$ cat src/stepper_pkg.sv
package stepper_pkg;

  // Host words are little-endian on the wire
  localparam int unsigned word_w = 32;

  // Header opcodes live in bits 31 to 24
  localparam logic [7:0] op_move      = 8'h01;  // Header then duration word
  localparam logic [7:0] op_divisor   = 8'h03;  // Step clock divisor, bits 23..0
  localparam logic [7:0] op_microstep = 8'h04;  // 1, 2, 4 or 8 in bits 3..0

  // Microstep code, also the shift applied to the phase increment
  typedef enum logic [1:0] {
    ustep_full    = 2'd0,
    ustep_half    = 2'd1,
    ustep_quarter = 2'd2,
    ustep_eighth  = 2'd3
  } ustep_t;

  // 32 positions per electrical cycle
  // 4 full steps of 8 microsteps each
  localparam int unsigned phase_idx_w = 5;

  // Register values after reset
  localparam int unsigned default_divisor  = 50000;
  localparam logic [31:0] default_duration = 32'h005fffff;

endpackage

$ cat src/spi_slave.sv
`timescale 1ns/1ps

module spi_slave (
  input  logic       CLK,
  input  logic       arst_n,
  input  logic       sck,
  input  logic       ssel,
  input  logic       mosi,
  input  logic [7:0] tx_byte,
  output logic       miso,
  output logic       byte_valid,
  output logic [7:0] rx_byte,
  output logic       ssel_active
);

  logic [2:0] sck_r;      // Two sync flops plus history for edges
  logic [2:0] ssel_r;
  logic [1:0] mosi_r;
  logic       sck_rise;
  logic       sck_fall;
  logic       sel_start;  // Selection just began
  logic [2:0] bit_cnt;
  logic [7:0] rx_shift;
  logic [7:0] tx_shift;
  logic       load_pend;  // Fetch tx_byte next cycle

  // Pin synchronizers
  always_ff @(posedge CLK or negedge arst_n) begin
    if (!arst_n) begin
      sck_r  <= '0;
      ssel_r <= '1;  // Idle deselected
      mosi_r <= '0;
    end else begin
      sck_r  <= {sck_r[1:0], sck};
      ssel_r <= {ssel_r[1:0], ssel};
      mosi_r <= {mosi_r[0], mosi};
    end
  end

  assign sck_rise    = sck_r[1] & ~sck_r[2];
  assign sck_fall    = ~sck_r[1] & sck_r[2];
  assign ssel_active = ~ssel_r[1];           // SSEL active low
  assign sel_start   = ~ssel_r[1] & ssel_r[2];

  always_ff @(posedge CLK or negedge arst_n) begin
    if (!arst_n) begin
      bit_cnt    <= '0;
      byte_valid <= 1'b0;
      load_pend  <= 1'b0;
      tx_shift   <= '0;
    end else begin
      byte_valid <= 1'b0;
      // Assembler updates its index on byte_valid, so sample one cycle later
      load_pend  <= sel_start | byte_valid;
      if (!ssel_active) begin
        bit_cnt <= '0;  // Released, drop partial byte
      end else if (sck_rise) begin
        bit_cnt    <= bit_cnt + 3'd1;
        byte_valid <= (bit_cnt == 3'd7);  // 8th bit in
      end
      if (load_pend) begin
        tx_shift <= tx_byte;
      end else if (ssel_active && sck_fall && (bit_cnt != 3'd0)) begin
        // No shift on the 8th falling edge, next byte already in place
        tx_shift <= {tx_shift[6:0], 1'b0};
      end
    end
  end

  // Receive shifter, MSB first
  always_ff @(posedge CLK) begin
    if (ssel_active && sck_rise) begin
      rx_shift <= {rx_shift[6:0], mosi_r[1]};
      if (bit_cnt == 3'd7) begin
        rx_byte <= {rx_shift[6:0], mosi_r[1]};
      end
    end
  end

  assign miso = tx_shift[7];

endmodule

$ cat src/spi_word_assembler.sv
`timescale 1ns/1ps

module spi_word_assembler (
  input  logic                           CLK,
  input  logic                           arst_n,
  input  logic                           byte_valid,
  input  logic [7:0]                     rx_byte,
  input  logic                           ssel_active,
  input  logic [stepper_pkg::word_w-1:0] status,
  output logic                           word_valid,
  output logic [stepper_pkg::word_w-1:0] word,
  output logic [7:0]                     tx_byte
);

  import stepper_pkg::*;

  logic [1:0]        byte_idx;     // Byte lane, LSB first
  logic              ssel_q;       // For selection edge
  logic [word_w-1:0] status_hold;  // Status frozen for this frame

  always_ff @(posedge CLK or negedge arst_n) begin
    if (!arst_n) begin
      byte_idx    <= '0;
      word_valid  <= 1'b0;
      ssel_q      <= 1'b0;
      status_hold <= '0;
    end else begin
      ssel_q     <= ssel_active;
      word_valid <= byte_valid && (byte_idx == 2'd3);  // Fourth byte closes word
      if (!ssel_active) begin
        byte_idx <= '0;  // Partial word discarded
      end else if (byte_valid) begin
        byte_idx <= byte_idx + 2'd1;
      end
      if (ssel_active && !ssel_q) begin
        status_hold <= status;
      end
    end
  end

  // Little-endian byte placement
  always_ff @(posedge CLK) begin
    if (byte_valid) begin
      word[{byte_idx, 3'b000} +: 8] <= rx_byte;
    end
  end

  assign tx_byte = status_hold[{byte_idx, 3'b000} +: 8];  // Same lane order out

endmodule

$ cat src/command_decoder.sv
`timescale 1ns/1ps

module command_decoder #(
  parameter int DIV_W = 24,
  parameter int DUR_W = 32
) (
  input  logic                           CLK,
  input  logic                           arst_n,
  input  logic                           word_valid,
  input  logic [stepper_pkg::word_w-1:0] word,
  output logic                           start,
  output logic                           dir,
  output stepper_pkg::ustep_t            ustep,
  output logic [DIV_W-1:0]               divisor,
  output logic [DUR_W-1:0]               duration
);

  import stepper_pkg::*;

  logic       awaiting;  // Next word is message data
  logic [7:0] pend_op;   // Opcode owning that data

  always_ff @(posedge CLK or negedge arst_n) begin
    if (!arst_n) begin
      awaiting <= 1'b0;
      pend_op  <= '0;
      start    <= 1'b0;
      dir      <= 1'b0;
      ustep    <= ustep_full;
      divisor  <= DIV_W'(default_divisor);
      duration <= DUR_W'(default_duration);
    end else begin
      start <= 1'b0;
      if (word_valid && awaiting) begin
        awaiting <= 1'b0;
        if (pend_op == op_move) begin
          duration <= word[DUR_W-1:0];  // Move length in CLK cycles
          start    <= 1'b1;
        end
      end else if (word_valid) begin
        case (word[31:24])
          op_move: begin
            dir      <= word[0];
            awaiting <= 1'b1;
            pend_op  <= op_move;
          end
          op_divisor: begin
            if (word[DIV_W-1:0] != '0) begin  // Zero would stall the timer
              divisor <= word[DIV_W-1:0];
            end
          end
          op_microstep: begin
            // Powers of two only
            case (word[3:0])
              4'd1:    ustep <= ustep_full;
              4'd2:    ustep <= ustep_half;
              4'd4:    ustep <= ustep_quarter;
              4'd8:    ustep <= ustep_eighth;
              default: ustep <= ustep;
            endcase
          end
          default: begin
            pend_op <= '0;  // Unknown, next word is a header again
          end
        endcase
      end
    end
  end

endmodule

$ cat src/move_timer.sv
`timescale 1ns/1ps

module move_timer #(
  parameter int DIV_W = 24,
  parameter int DUR_W = 32
) (
  input  logic                           CLK,
  input  logic                           arst_n,
  input  logic                           start,
  input  logic [DIV_W-1:0]               divisor,
  input  logic [DUR_W-1:0]               duration,
  output logic                           step,
  output logic                           busy,
  output logic [stepper_pkg::word_w-1:0] step_count
);

  logic [DIV_W-1:0] div_q;    // Captured at start
  logic [DUR_W-1:0] dur_q;
  logic [DUR_W-1:0] dur_cnt;  // Busy cycle number, 1 based
  logic [DIV_W-1:0] int_cnt;  // Position inside current interval

  // Pulse on the last cycle of each interval
  assign step = busy && (int_cnt == div_q);

  always_ff @(posedge CLK or negedge arst_n) begin
    if (!arst_n) begin
      busy       <= 1'b0;
      div_q      <= '0;
      dur_q      <= '0;
      dur_cnt    <= '0;
      int_cnt    <= '0;
      step_count <= '0;
    end else if (!busy) begin
      if (start && (duration != '0)) begin  // Moves only accepted when idle
        busy       <= 1'b1;
        div_q      <= divisor;
        dur_q      <= duration;
        dur_cnt    <= DUR_W'(1);
        int_cnt    <= DIV_W'(1);
        step_count <= '0;
      end
    end else begin
      dur_cnt <= dur_cnt + DUR_W'(1);
      if (dur_cnt == dur_q) begin
        busy <= 1'b0;  // Exactly duration cycles high
      end
      if (step) begin
        int_cnt    <= DIV_W'(1);
        step_count <= step_count + 1'b1;
      end else begin
        int_cnt <= int_cnt + DIV_W'(1);
      end
    end
  end

endmodule

$ cat src/dual_hbridge.sv
`timescale 1ns/1ps

module dual_hbridge (
  input  logic                CLK,
  input  logic                arst_n,
  input  logic                step,
  input  logic                dir,
  input  stepper_pkg::ustep_t ustep,
  output logic                phase_a1,
  output logic                phase_a2,
  output logic                phase_b1,
  output logic                phase_b2,
  output logic                pwm_a,
  output logic                pwm_b
);

  import stepper_pkg::*;

  logic [phase_idx_w-1:0] idx;        // Electrical angle
  logic [phase_idx_w-1:0] step_size;
  logic [phase_idx_w-1:0] aligned;
  logic [phase_idx_w-1:0] idx_next;
  logic [phase_idx_w-1:0] idx_b;      // Coil B leads by 90 degrees
  logic [7:0]             mag_a;
  logic [7:0]             mag_b;
  logic [7:0]             mag_a_next;
  logic [7:0]             mag_b_next;
  logic [7:0]             pwm_cnt;

  // |sin| over 32 positions, mirrored around each quarter
  function automatic logic [7:0] sine_mag(input logic [phase_idx_w-1:0] i);
    logic [3:0] m;
    m = i[3:0];
    if (m > 4'd8) begin
      m = 4'd0 - m;  // Falling half of the hump
    end
    case (m)
      4'd0:    sine_mag = 8'd0;
      4'd1:    sine_mag = 8'd50;
      4'd2:    sine_mag = 8'd98;
      4'd3:    sine_mag = 8'd142;
      4'd4:    sine_mag = 8'd180;
      4'd5:    sine_mag = 8'd212;
      4'd6:    sine_mag = 8'd236;
      4'd7:    sine_mag = 8'd250;
      default: sine_mag = 8'd255;
    endcase
  endfunction

  assign step_size  = phase_idx_w'(8 >> ustep);          // 8, 4, 2 or 1
  assign aligned    = idx & ~(step_size - 1'b1);         // Snap after ustep change
  assign idx_next   = dir ? aligned + step_size : aligned - step_size;
  assign idx_b      = idx_next + phase_idx_w'(8);
  assign mag_a_next = sine_mag(idx_next);
  assign mag_b_next = sine_mag(idx_b);

  // Outputs stay off until the first step
  always_ff @(posedge CLK or negedge arst_n) begin
    if (!arst_n) begin
      idx      <= '0;
      mag_a    <= '0;
      mag_b    <= '0;
      phase_a1 <= 1'b0;
      phase_a2 <= 1'b0;
      phase_b1 <= 1'b0;
      phase_b2 <= 1'b0;
    end else if (step) begin
      idx      <= idx_next;
      mag_a    <= mag_a_next;
      mag_b    <= mag_b_next;
      phase_a1 <= !idx_next[4] && (mag_a_next != 8'd0);  // Upper half negative
      phase_a2 <= idx_next[4] && (mag_a_next != 8'd0);
      phase_b1 <= !idx_b[4] && (mag_b_next != 8'd0);
      phase_b2 <= idx_b[4] && (mag_b_next != 8'd0);
    end
  end

  always_ff @(posedge CLK or negedge arst_n) begin
    if (!arst_n) begin
      pwm_cnt <= '0;
    end else begin
      pwm_cnt <= pwm_cnt + 8'd1;  // Free running
    end
  end

  assign pwm_a = (pwm_cnt < mag_a);
  assign pwm_b = (pwm_cnt < mag_b);

endmodule

$ cat src/stepper_spi_top.sv
`timescale 1ns/1ps

module stepper_spi_top #(
  parameter int DIV_W = 24,
  parameter int DUR_W = 32
) (
  input  logic CLK,
  input  logic arst_n,
  input  logic sck,
  input  logic ssel,
  input  logic mosi,
  output logic miso,
  output logic led,
  output logic step,
  output logic dir,
  output logic busy,
  output logic phase_a1,
  output logic phase_a2,
  output logic phase_b1,
  output logic phase_b2,
  output logic pwm_a,
  output logic pwm_b
);

  import stepper_pkg::*;

  logic              byte_valid;
  logic [7:0]        rx_byte;
  logic [7:0]        tx_byte;
  logic              ssel_active;
  logic              word_valid;
  logic [word_w-1:0] word;
  logic              start;
  ustep_t            ustep;
  logic [DIV_W-1:0]  divisor;
  logic [DUR_W-1:0]  duration;
  logic [word_w-1:0] step_count;  // Status word for the host

  spi_slave i_spi_slave (
    .CLK, .arst_n, .sck, .ssel, .mosi, .tx_byte,
    .miso, .byte_valid, .rx_byte, .ssel_active
  );

  spi_word_assembler i_spi_word_assembler (
    .CLK, .arst_n, .byte_valid, .rx_byte, .ssel_active,
    .status(step_count), .word_valid, .word, .tx_byte
  );

  command_decoder #(.DIV_W(DIV_W), .DUR_W(DUR_W)) i_command_decoder (
    .CLK, .arst_n, .word_valid, .word,
    .start, .dir, .ustep, .divisor, .duration
  );

  move_timer #(.DIV_W(DIV_W), .DUR_W(DUR_W)) i_move_timer (
    .CLK, .arst_n, .start, .divisor, .duration,
    .step, .busy, .step_count
  );

  dual_hbridge i_dual_hbridge (
    .CLK, .arst_n, .step, .dir, .ustep,
    .phase_a1, .phase_a2, .phase_b1, .phase_b2, .pwm_a, .pwm_b
  );

  // Activity LED, flips per received word
  always_ff @(posedge CLK or negedge arst_n) begin
    if (!arst_n) begin
      led <= 1'b0;
    end else if (word_valid) begin
      led <= ~led;
    end
  end

endmodule

$ cat config.mk
export PLATFORM = sky130hd
export DESIGN_NAME = stepper_spi_top
export DESIGN_NICKNAME = d
export VERILOG_FILES = /design/src/stepper_pkg.sv /design/src/spi_slave.sv /design/src/spi_word_assembler.sv /design/src/command_decoder.sv /design/src/move_timer.sv /design/src/dual_hbridge.sv /design/src/stepper_spi_top.sv
export SDC_FILE = /design/constraint.sdc
export NUM_CORES = 1
export LEC_CHECK = 0
export BUFFER_PORTS_ARGS = -buffer_cell sky130_fd_sc_hd__buf_2
export CAP_MARGIN = 20
export CORE_AREA = 4 4 204 167
export DETAILED_ROUTE_END_ITERATION = 8
export DIE_AREA = 0 0 208 171
export PLACE_DENSITY = 0.7
export RECOVER_POWER = 50
export SYNTH_ARGS = -nofsm -noshare
export SYNTH_HDL_FRONTEND = slang
export SYNTH_SLANG_ARGS = --single-unit
$ cat constraint.sdc
create_clock -name CLK -period 4.32 [get_ports CLK]
set_clock_uncertainty 0.15 [all_clocks]
set_input_delay 0.432 -clock CLK [delete_from_list [all_inputs] [get_ports CLK]]
set_output_delay 0.432 -clock CLK [all_outputs]
set_load 0.01 [all_outputs]
==> results of run 1 <==
metal layers:
metal / GRT usage, % / wire length (microns)
met1: 30.4 / 17400
met2: 30.5 / 15600
met3: 3.10 / 1590
met4: 5.08 / 651
met5: 0 / 0
power by group:
group | leakage [uW] | internal (uW) | switching, uW
clock network | 0.000554 | 1760 | 1270
logic | 0.00308 | 16.8 | 64.8
registers | 0.00447 | 3300 | 6.12
total | 0.00811 | 5080 | 1340
layout make-up:
| class | count | area share, % |
|---|---|---|
| clock buffers | 55 | 5.86 |
| repair buffers | 39 | 1.58 |
| inverters | 47 | 0.972 |
| clock inverters | 9 | 0.448 |
| multi-input cells | 1046 | 39.1 |
| well taps | 427 | 2.95 |
| flip-flops and latches | 345 | 49.1 |
sequential cells by signal, summed over array words and instances, names as in the netlist, 2 cells and up:
register	count
i_command_decoder.ustep	2
i_move_timer.int_cnt	24
i_move_timer.step_count	32
i_spi_slave.bit_cnt	3
i_spi_slave.rx_byte	8
i_move_timer.dur_cnt	32
i_spi_slave.rx_shift	7
i_spi_slave.ssel_r	3
i_dual_hbridge.mag_a	8
i_command_decoder.duration	32
i_dual_hbridge.mag_b	8
i_dual_hbridge.idx	5
i_spi_slave.tx_shift	8
i_spi_word_assembler.status_hold	32
i_move_timer.dur_q	32
i_dual_hbridge.pwm_cnt	8
i_spi_word_assembler.word	32
i_command_decoder.divisor	24
i_move_timer.div_q	24
i_spi_word_assembler.byte_idx	2
i_spi_slave.mosi_r	2
i_spi_slave.sck_r	3
per-stage QoR:
stage | utilization (%) | total power [uW]
detailed placement | 53.0 | 3450
floorplan | - | 3380
global placement | 53.0 | 3450
finish | 56.6 | 6410
global route | 56.6 | 6630
CTS | 56.7 | 6480
repair_timing:
action                                  in CTS  in global routing
setup buffers                                0                  2
resized for setup                            0                  1
endpoints found under the setup margin       0                  3
endpoints found under the hold margin       83                  0
hold buffers                                 4                  0
layout by cell type, fill, tap and decap left out, types with 32 or more instances in the layout:
| cell | synthesis | layout |
|---|---|---|
| a21oi_1 | 32 | 32 |
| and2_1 | 47 | 46 |
| clkbuf_16 | 0 | 37 |
| dfrtp_1 | 267 | 267 |
| edfxtp_1 | 47 | 47 |
| ha_1 | 38 | 37 |
| inv_1 | 46 | 46 |
| mux2_2 | 73 | 73 |
| nand2_1 | 266 | 265 |
| nand3_1 | 60 | 59 |
| nand4_1 | 35 | 35 |
| nor2_1 | 49 | 48 |
| nor4_1 | 32 | 32 |
| o21ai_0 | 62 | 62 |
| xnor2_1 | 64 | 64 |
path summary, 6_finish.rpt:
| check | from | end | depth (start not counted) |
|---|---|---|---|
| setup reg to reg | i_command_decoder.ustep[0]$_DFFE_PN0P_ | i_dual_hbridge.phase_b2$_DFFE_PN0P_ | 13 |
| hold reg to reg | i_spi_slave.sck_r[0]$_DFF_PN0_ | i_spi_slave.sck_r[1]$_DFF_PN0_ | 0 |
| max in group asynchronous | arst_n | i_spi_slave.tx_shift[0]$_DFFE_PN0P_ | 3 |
| setup / recovery | i_command_decoder.ustep[0]$_DFFE_PN0P_ | i_dual_hbridge.phase_b2$_DFFE_PN0P_ | 13 |
| hold / removal | i_spi_slave.sck_r[0]$_DFF_PN0_ | i_spi_slave.sck_r[1]$_DFF_PN0_ | 0 |
| min in group asynchronous | arst_n | i_move_timer.dur_cnt[14]$_DFFE_PN0P_ | 2 |
worst max-delay path: cells and delay by family (launching register included):
kind,cells,cell delay [ns]
multiplexers,2,0.55
AO/OA/AOI/OAI,2,0.41
flip-flops,1,0.47
adder cells (fa/ha/maj),4,1.42
AND/OR/NAND/NOR,3,0.82
buffers and inverters,2,0.16
cells by family (layout without fill, tap and decap cells):
kind of cell,after synthesis,after routing,share of synthesized area [%]
AO/OA/AOI/OAI,219,219,8.85
XOR/XNOR,81,81,4.31
adder cells (fa/ha/maj),39,39,3.01
buffers and inverters,113,150,2.93
flip-flops,345,345,54.1
multiplexers,125,125,9.49
AND/OR/NAND/NOR,582,582,17.3
==> impl_metrics.csv, run 1 <==
group,metric,value,unit
clock_network,cts_sinks,345,
floorplan,die-area,35600,sq um
logic_synthesis,synth_area_leader_cell,"dfrtp_1",
outcome,violations,"max-capacitance violations, max-slew violations",
routing,drt-total-wl,35300,microns
min_path,hp-class,"reg2reg",
placed_design,port_buffers,15,
timing,fmax,0.245,GHz
finish,area_delta_synth_final,10.1,%
clock_network,clkTransAtPathRegs,0.07,ns
logic_synthesis,seq_area_frac_synth,54.1,%
timing,finalHoldViolCount,0,
floorplan,die_h,171,microns
placed_design,dp_hpwl,24000,microns
outcome,status,"complete, but fails checks",
clock_network,clockBufferDepth,3,
timing,fin_hold_ws,0.203,ns
clock_network,clk_latency,0.52,ns
finish,finalNetCount,1559,
finish,postLayoutCellArea,18100,sq um
power_and_ir_drop,power_per_cell_area,353,nW/um^2
timing,tightest_slew,2.26,ns
floorplan,coreArea,32000,sq um
setup_path,cp-end-kind,"flip-flop",
logic_synthesis,ys.flop_type,"dfrtp_1",
setup_path,rrSetupSlack,0.24,ns
floorplan,num_io_pins,16,
placed_design,dpl-instance-area,17000,sq um
placed_design,placedCellCount,1898,
grt,grt_pass1_vias,11100,
logic_synthesis,synth-edff-count,47,
setup_path,worstPathArrival,4.33,ns
logic_synthesis,synth_top_area_share,40.6,%
timing,fin_crit_sh,94.5,%
finish,n_fill_cell,2678,
power_and_ir_drop,ir_drop,0.301,mV
timing,grt_setup_unrepaired,"false",
finish,register_area,8910,sq um
timing,slew_headroom,-50.8,%
finish,instances_no_fill,1968,
clock_network,numCtsBuffers,36,
routing,drt-vias-per-instance,5.72,
clock_network,cts_max_level,2,
logic_synthesis,syn_area,16500,sq um
logic_synthesis,syn-instance-count,1504,
clock_network,cts_tree,"done",
finish,multi_input_area,7090,sq um
grt,grt_overflow,0,
timing,worst_slack,0.238,ns
setup_path,cp_max_fo,9,
floorplan,num_rows,59,
grt,antenna_found_initial,0,
placed_design,preCtsSetupSlack,0.142,ns
flow_run,maxCapViolCount,3,
logic_synthesis,synth.area.top_cells,"dfrtp_1 (41%), edfxtp_1 (8.6%), nand2_1 (6.1%), mux2_2 (5.0%), dfstp_2 (4.9%)",
logic_synthesis,yosys-top-cells-count,"dfrtp_1 (267), nand2_1 (266), mux2_2 (73)",
setup_path,critPathLaunchType,"flip-flop",
setup_path,crit_type,"reg2reg",
logic_synthesis,synth_area_per_cell,11.0,sq um
routing,drt_pass1_iterations,5,
setup_path,max_stage_delay,0.54,ns
grt,grt_max_degree,113,
floorplan,initial_core_util,51.4,%
logic_synthesis,syn_nets,1548,
routing,drtIter0Drc,833,
routing,antenna_left,0,
setup_path,critPathRequiredTime,4.56,ns
grt,track_usage,20.0,%
routing,drc,0,
placed_design,gp_congestion,0.835,
logic_synthesis,postSynth.asyncResetShare,86.4,%
setup_path,crit_path_cell_trace,"nor2b_1 > inv_1 > ha_1 > mux2_2 > inv_1 > fa_1 > ha_2 > a211oi_4 > mux2i_2 > ha_1 > or3_1 > nor4_2 > o31ai_1",
grt,grt_pass1_wl,59000,microns
timing,drv_slew,158,
floorplan,die_w,208,microns
power_and_ir_drop,p_leak,0.00811,uW
logic_synthesis,yosys_warnings,0,
timing,tns,0,ns
logic_synthesis,synth_most_common_cell,"dfrtp_1",
logic_synthesis,synth_cell_types,76,
timing,min_period,4.08,ns
routing,vias,11300,
finish,n_antenna_cell,0,
timing,setup_viol,0,
logic_synthesis,ys_ff_latch,345,
finish,drive_above_1_share,15.3,%
routing,wl_per_cell,17.9,microns
setup_path,crit_path_top_delay_cell,"fa_1",
clock_network,root_buffer,"clkbuf_16",
Note: power is estimated with default switching activity, not from simulation.
==> inputs of run 2 (changes only) <==
--- a/config.mk
+++ b/config.mk
@@ -7,11 +7,12 @@
 export LEC_CHECK = 0
 export BUFFER_PORTS_ARGS = -buffer_cell sky130_fd_sc_hd__buf_2
 export CAP_MARGIN = 20
-export CORE_AREA = 4 4 204 167
+export CORE_AREA = 4 4 205 167
 export DETAILED_ROUTE_END_ITERATION = 8
-export DIE_AREA = 0 0 208 171
+export DIE_AREA = 0 0 209 171
 export PLACE_DENSITY = 0.7
 export RECOVER_POWER = 50
 export SYNTH_ARGS = -nofsm -noshare
 export SYNTH_HDL_FRONTEND = slang
+export SYNTH_HIERARCHICAL = 1
 export SYNTH_SLANG_ARGS = --single-unit
==> run 2 against run 1 <==
Effect of this change: non-clock buffer count is 6 higher; hold slack got worse by 0.0051 ns; synthesized cell count increased by 1.2%; first-iteration DRC count shrank 9.7%; via count rose by 2.7%; critical endpoint is now i_dual_hbridge/phase_b2$_DFFE_PN0P_; sequential power is essentially flat; worst setup slack better by 0.12 ns; the run still ends with max-capacitance violations, max-slew violations left; power up 1.8%.
==> impl_metrics.csv, run 2 <==
group,metric,value,unit
timing,tightest_slew,2.94,ns
finish,register_area,8910,sq um
timing,finalHoldViolCount,0,
finish,area_delta_synth_final,10.0,%
placed_design,dp_hpwl,24600,microns
routing,wl_per_cell,18.0,microns
logic_synthesis,synth_area_per_cell,10.9,sq um
floorplan,coreArea,32200,sq um
setup_path,max_stage_delay,0.35,ns
setup_path,critPathRequiredTime,4.63,ns
logic_synthesis,syn-instance-count,1522,
timing,tns,0,ns
clock_network,cts_tree,"done",
setup_path,crit_path_cell_trace,"nor2b_1 > inv_1 > ha_1 > mux2i_1 > inv_1 > ha_1 > and4_4 > mux2i_2 > and2_2 > nor2_1 > nor3_1 > ha_1 > nor2_1 > a32o_1 > o2111ai_1 > a31o_2",
grt,grt_pass1_vias,11100,
timing,min_period,3.97,ns
outcome,violations,"max-capacitance violations, max-slew violations",
grt,track_usage,20.1,%
finish,layout_commonest_cell,"dfrtp_1",
timing,fmax,0.252,GHz
logic_synthesis,syn_area,16600,sq um
logic_synthesis,ys_ff_latch,345,
flow_run,maxCapViolCount,3,
logic_synthesis,synth-edff-count,47,
logic_synthesis,synth_most_common_cell,"dfrtp_1",
floorplan,initial_core_util,51.6,%
logic_synthesis,seq_area_frac_synth,53.6,%
floorplan,die_w,209,microns
setup_path,crit_type,"reg2reg",
power_and_ir_drop,ir_drop,0.318,mV
routing,drt-total-wl,35800,microns
setup_path,path_common_cell,"ha_1",
logic_synthesis,synth_area_leader_cell,"dfrtp_1",
finish,multi_input_area,7160,sq um
timing,worst_slack,0.354,ns
grt,grt_pass1_wl,59100,microns
logic_synthesis,synth.area.top_cells,"dfrtp_1 (40%), edfxtp_1 (8.5%), nand2_1 (5.6%), mux2_2 (5.1%), dfstp_2 (4.9%)",
routing,antenna_left,0,
min_path,hp-class,"reg2reg",
setup_path,timing.rr.start,"i_command_decoder/ustep[1]$_DFFE_PN0P_",
clock_network,clockBufferDepth,3,
setup_path,regToRegEndpoint,"i_dual_hbridge/phase_b2$_DFFE_PN0P_",
routing,drt_pass1_iterations,5,
logic_synthesis,synth_top_area_share,40.2,%
timing,drv_slew,184,
clock_network,cts-resized-gates,0,
min_path,hold_start,"i_spi_slave/mosi_r[0]$_DFF_PN0_",
min_path,hold_depth,0,
logic_synthesis,postSynth.asyncResetShare,86.4,%
timing,grt_setup_unrepaired,"false",
routing,drtIter0Drc,752,
floorplan,die_h,171,microns
setup_path,cp-end-kind,"flip-flop",
placed_design,gp_congestion,0.833,
placed_design,port_buffers,15,
logic_synthesis,synth_cell_types,91,
finish,n_antenna_cell,0,
clock_network,numCtsBuffers,36,
clock_network,cts_sinks,345,
timing,setup_viol,0,
clock_network,clk_latency,0.52,ns
min_path,min_to,"i_spi_slave/mosi_r[1]$_DFF_PN0_",
setup_path,worstPathArrival,4.27,ns
logic_synthesis,yosys_warnings,6,
placed_design,dpl-instance-area,17100,sq um
routing,drc,0,
clock_network,root_buffer,"clkbuf_16",
power_and_ir_drop,p_leak,0.00829,uW
placed_design,preCtsSetupSlack,0.371,ns
timing,fin_crit_sh,91.8,%
routing,vias,11600,
clock_network,cts-hold-fix-buffers,4,
floorplan,num_rows,59,
setup_path,crit_path_top_delay_cell,"dfrtp_1",
clock_network,cts_setup_buffers,0,
logic_synthesis,ys.flop_type,"dfrtp_1",
finish,finalNetCount,1579,
setup_path,critPathLaunchType,"flip-flop",
outcome,status,"complete, but fails checks",
finish,drive_above_1_share,15.6,%
clock_network,cts_max_level,2,
setup_path,rrSetupSlack,0.35,ns
power_and_ir_drop,power_per_cell_area,357,nW/um^2
logic_synthesis,yosys-top-cells-count,"dfrtp_1 (267), nand2_1 (246), nand3_1 (91)",
finish,most-common-layout-cells,"dfrtp_1 (267), nand2_1 (246), nand3_1 (91)",
floorplan,die-area,35700,sq um
floorplan,num_io_pins,16,
setup_path,r2r_cells,16,
setup_path,cp_max_fo,9,
finish,n_fill_cell,2694,
routing,drt-vias-per-instance,5.82,
logic_synthesis,syn_nets,1566,
timing,slew_headroom,-96.2,%
clock_network,clkTransAtPathRegs,0.06,ns
grt,grt_max_degree,118,
grt,grt_overflow,0,
grt,antenna_found_initial,0,
finish,postLayoutCellArea,18300,sq um
[run 2: cell types whose count changed in the layout (fill, tap and decap cells not counted), sizes merged, moves of 10 or more]
cell	change
nand3	+31
and2	-24
nand2	-20
xnor2	-17
nor2b	+13
a31oi	-10
[run 2: how the worst max path moves through the flow]
stage                                                      start                                  end  cells past startpoint
after global placement    i_command_decoder/ustep[0]$_DFFE_PN0P_  i_dual_hbridge/phase_a1$_DFFE_PN0P_                     13
final                     i_command_decoder/ustep[1]$_DFFE_PN0P_  i_dual_hbridge/phase_b2$_DFFE_PN0P_                     16
after CTS                 i_command_decoder/ustep[0]$_DFFE_PN0P_  i_dual_hbridge/phase_b2$_DFFE_PN0P_                     16
after global routing      i_command_decoder/ustep[0]$_DFFE_PN0P_  i_dual_hbridge/phase_b1$_DFFE_PN0P_                     16
after detailed placement  i_command_decoder/ustep[0]$_DFFE_PN0P_  i_dual_hbridge/phase_b2$_DFFE_PN0P_                     16
after floorplan           i_command_decoder/ustep[1]$_DFFE_PN0P_  i_dual_hbridge/phase_a1$_DFFE_PN0P_                     14
[run 2: through the flow]
| step | hold WS (ns) | total power [uW] | instances | util [%] |
|---|---|---|---|---|
| after floorplan | -0.0136 | 3410 | 1522 | - |
| after global placement | 0.188 | 3480 | 1920 | 53.2 |
| after detailed placement | 0.187 | 3480 | 1920 | 53.2 |
| after CTS | 0.202 | 6610 | 1988 | 56.9 |
| after global routing | 0.203 | 6750 | 1988 | 56.8 |
| final | 0.198 | 6530 | 1988 | 56.8 |
[run 2: worst max-delay path: cells and delay by family (launching register included)]
kind,cells,cell delay [ns]
simple gates,6,1.23
fa+ha+maj,3,0.81
compound gates,3,0.63
mux,2,0.60
flops,1,0.35
buf+inv,2,0.15
[run 2: layout make-up]
class                   instances  area share (%)
clock buffers                  51            5.52
clock inverters                13           0.883
inverters                      54            1.11
multi-input cells            1053            39.2
flip-flops and latches        345            48.7
well taps                     427            2.92
repair buffers                 45            1.69
[run 2: cell families after synthesis]
group / share of synthesized area, %
buffers and inverters: 3.41
AO/OA/AOI/OAI: 9.03
multiplexers: 8.86
adder cells (fa/ha/maj): 2.98
XOR/XNOR: 3.89
flip-flops: 53.6
AND/OR/NAND/NOR: 18.2
[run 2: layer usage]
layer | track usage [%] | share of wire, % | up-vias
met5 | 0 | 0 | -
met4 | 4.48 | 1.5 | 0
met3 | 3.81 | 6.1 | 45
met2 | 29.7 | 43 | 294
met1 | 31.0 | 49 | 5752
li1 | - | - | 5471
[run 2: report_power, final]
| part | switching [uW] | internal, uW | leakage [uW] | total [uW] |
|---|---|---|---|---|
| registers | 10.1 | 3310 | 0.00439 | 3320 |
| clock network | 1240 | 1860 | 0.000575 | 3110 |
| logic | 79.1 | 26.2 | 0.00333 | 105 |
==> inputs of run 3 (changes only) <==
--- a/config.mk
+++ b/config.mk
@@ -5,11 +5,13 @@
 export SDC_FILE = /design/constraint.sdc
 export NUM_CORES = 1
 export LEC_CHECK = 0
+export ABC_AREA = 1
 export BUFFER_PORTS_ARGS = -buffer_cell sky130_fd_sc_hd__buf_2
 export CAP_MARGIN = 20
-export CORE_AREA = 4 4 205 167
+export CORE_AREA = 4 4 216 176
 export DETAILED_ROUTE_END_ITERATION = 8
-export DIE_AREA = 0 0 209 171
+export DIE_AREA = 0 0 220 180
+export HOLD_SLACK_MARGIN = 0.15
 export PLACE_DENSITY = 0.7
 export RECOVER_POWER = 50
 export SYNTH_ARGS = -nofsm -noshare
==> run 3 against run 2 <==
Effect of this change: the flow still finishes with violations (max-capacitance violations, max-slew violations); critical path depth grew 2; non-clock buffer count shrank 15; register-to-register slack better by 0.32 ns; hold slack lost 0.0016 ns; first-iteration DRC count up 88%; synthesized cell count increased by 59%; critical path type unchanged; global-route usage grew 3.0 points; power rose by 6.0%.
==> impl_metrics.csv, run 3 <==
group,metric,value,unit
clock_network,cts_tree,"done",
finish,drive_above_1_share,7.32,%
clock_network,clkTransAtPathRegs,0.06,ns
finish,n_antenna_cell,0,
logic_synthesis,yosys_warnings,6,
logic_synthesis,synth.area.top_cells,"dfrtp_1 (36%), nand2_1 (19%), edfxtp_1 (7.7%), nand3_1 (6.4%), inv_1 (5.2%)",
logic_synthesis,synth-edff-count,47,
finish,register_area,8910,sq um
grt,busiest_layer,"met1",
timing,finalHoldViolCount,0,
setup_path,timing.rr.start,"i_command_decoder/ustep[1]$_DFFE_PN0P_",
outcome,status,"complete, but fails checks",
logic_synthesis,syn_nets,2460,
grt,use_met3,3.85,%
setup_path,crit_type,"reg2reg",
routing,vias,15500,
logic_synthesis,postSynth.asyncResetShare,86.4,%
logic_synthesis,seq_area_frac_synth,48.3,%
grt,track_usage,23.1,%
min_path,hp-class,"reg2reg",
finish,postLayoutCellArea,20200,sq um
timing,grt_setup_unrepaired,"false",
timing,slew_headroom,-78.0,%
placed_design,preCtsSetupSlack,0.712,ns
clock_network,cts-resized-gates,0,
routing,drtIter0Drc,1412,
timing,fin_crit_sh,84.4,%
routing,antenna_left,0,
timing,min_period,3.65,ns
clock_network,numCtsBuffers,38,
grt,antenna_found_initial,0,
placed_design,gp_congestion,0.946,
logic_synthesis,synth_area_per_cell,7.63,sq um
routing,drc,0,
finish,multi_input_area,8070,sq um
routing,drt-total-wl,44800,microns
floorplan,coreArea,35700,sq um
grt,grt_pass1_vias,14700,
finish,final_core_util,56.6,%
outcome,violations,"max-capacitance violations, max-slew violations",
setup_path,regToRegEndpoint,"i_dual_hbridge/phase_a2$_DFFE_PN0P_",
clock_network,clockBufferDepth,3,
timing,tightest_slew,2.67,ns
timing,setup_viol,0,
setup_path,cp_max_fo,12,
floorplan,die_w,220,microns
placed_design,dp_hpwl,31800,microns
grt,use_met1,36.2,%
logic_synthesis,synth_top_area_share,36.2,%
finish,most-common-layout-cells,"nand2_1 (919), dfrtp_1 (267), inv_1 (258)",
setup_path,r2r_cells,18,
timing,tns,0,ns
placed_design,placedCellCount,2850,
placed_design,dpl-instance-area,18800,sq um
setup_path,crit_path_cell_trace,"nand2_1 > ha_1 > nand2_1 > o21a_1 > fa_1 > ha_1 > nand2_2 > nand3_1 > nand2_1 > nand2_2 > inv_1 > ha_1 > nand2_1 > nand3_1 > nor2_1 > nand3_1 > nand2_1 > nand2_1",
floorplan,die-area,39600,sq um
setup_path,rrSetupSlack,0.67,ns
grt,grt_pass1_wl,75600,microns
clock_network,cts_max_level,2,
setup_path,path_common_cell,"nand2_1",
routing,drt_pass1_iterations,6,
finish,instances_no_fill,2924,
logic_synthesis,yosys-top-cells-count,"nand2_1 (919), dfrtp_1 (267), inv_1 (257)",
logic_synthesis,syn-instance-count,2416,
floorplan,num_rows,62,
grt,met2_usage,33.8,%
setup_path,critPathRequiredTime,4.60,ns
power_and_ir_drop,ir_drop,0.320,mV
setup_path,cp-end-kind,"flip-flop",
clock_network,root_buffer,"clkbuf_16",
clock_network,clk_latency,0.54,ns
finish,area_delta_synth_final,9.53,%
logic_synthesis,synth_area_leader_cell,"dfrtp_1",
finish,finalNetCount,2458,
routing,wl_per_cell,15.3,microns
logic_synthesis,ys.flop_type,"dfrtp_1",
grt,grt_max_degree,104,
min_path,hold_depth,0,
timing,worst_slack,0.673,ns
floorplan,num_io_pins,16,
setup_path,critPathLaunchType,"flip-flop",
finish,n_fill_cell,3352,
finish,layout_commonest_cell,"nand2_1",
grt,grt_overflow,0,
logic_synthesis,synth_cell_types,55,
floorplan,die_h,180,microns
power_and_ir_drop,p_leak,0.0100,uW
flow_run,maxCapViolCount,2,
min_path,hold_start,"i_spi_slave/mosi_r[0]$_DFF_PN0_",
clock_network,cts_sinks,345,
setup_path,max_stage_delay,0.68,ns
logic_synthesis,synth_most_common_cell,"nand2_1",
power_and_ir_drop,power_per_cell_area,342,nW/um^2
timing,fmax,0.274,GHz
routing,drt-vias-per-instance,5.29,
floorplan,initial_core_util,51.7,%
min_path,min_to,"i_spi_slave/mosi_r[1]$_DFF_PN0_",
logic_synthesis,ys_ff_latch,345,
setup_path,worstPathArrival,3.92,ns
logic_synthesis,syn_area,18400,sq um
placed_design,port_buffers,15,
timing,drv_slew,147,
setup_path,crit_path_top_delay_cell,"fa_1",
==> run 3: cell types whose count changed after synthesis, moves of 21 or more <==
cell / change
a21oi_1: -23
nand3_1: +144
nor2_1: +146
clkbuf_1: -36
and3_1: -21
nor4_1: -27
o21ai_0: +49
buf_2: +26
xnor2_1: -23
nand2_1: +673
inv_1: +204
mux2_2: -75
nor3_1: +23
and2_1: -21
==> run 3: cells by family (layout without fill, tap and decap cells) <==
| family | count (synthesis) | after routing | synth area share [%] |
|---|---|---|---|
| simple gates | 1477 | 1477 | 33.8 |
| buf+inv | 349 | 377 | 8.03 |
| flops | 345 | 345 | 48.3 |
| compound gates | 145 | 145 | 4.25 |
| xor+xnor | 61 | 61 | 2.94 |
| fa+ha+maj | 39 | 39 | 2.69 |
==> run 3: timing repair <==
item                       4_1_cts  5_1_grt
hold buffers                     4        0
hold endpoints to repair        89        0
setup buffers                    0        0
setup endpoints to repair        0        0
==> run 3: worst max path at each step <==
stage,start,to,slack [ns],cells after the start
floorplan,i_command_decoder/ustep[0]$_DFFE_PN0P_,i_dual_hbridge/phase_a2$_DFFE_PN0P_,1.12,21
global placement,i_command_decoder/ustep[1]$_DFFE_PN0P_,i_dual_hbridge/phase_b2$_DFFE_PN0P_,0.86,19
detailed placement,i_command_decoder/ustep[1]$_DFFE_PN0P_,i_dual_hbridge/phase_a1$_DFFE_PN0P_,0.71,18
CTS,i_command_decoder/ustep[1]$_DFFE_PN0P_,i_dual_hbridge/phase_a2$_DFFE_PN0P_,0.69,19
global route,arst_n,i_dual_hbridge/mag_b[0]$_DFFE_PN0P_,0.22,3
finish,i_command_decoder/ustep[1]$_DFFE_PN0P_,i_dual_hbridge/phase_a2$_DFFE_PN0P_,0.67,18
==> run 3: per-stage QoR <==
stage | hold slack, ns | total power (uW)
after global placement | 0.183 | 3450
after detailed placement | 0.186 | 3460
after floorplan | -0.0136 | 3390
final | 0.196 | 6920
after global routing | 0.220 | 7160
after CTS | 0.199 | 7010
==> run 3: per-layer routing <==
layer,vias up,part of all wire [%]
met5,-,0
met2,408,42
li1,7592,-
met3,67,6.5
met4,0,1.8
met1,7387,49
==> run 3: area by class of cell <==
cell class / count / share of cell area [%]
inverters: 277 / 5.20
flip-flops and latches: 345 / 44.1
clock inverters: 25 / 1.65
well taps: 480 / 2.97
repair buffers: 30 / 1.02
clock buffers: 45 / 5.14
multi-input cells: 1722 / 39.9
==> run 3: where the power goes <==
group          total [uW]  switching, uW  internal, uW  leakage [uW]
logic                91.0           78.0          12.9       0.00497
registers            3300           4.70          3300       0.00440
clock network        3530           1370          2150      0.000663
total                6920           1450          5460        0.0100
==> run 3: critical path: cells and delay by family (launching register included) <==
kind | cells | cell delay [ns]
AOI/OAI and AO/OA | 1 | 0.13
buffers and inverters | 1 | 0.08
and+or+nand+nor | 12 | 1.11
adders and majority gates | 4 | 1.47
DFF | 1 | 0.56
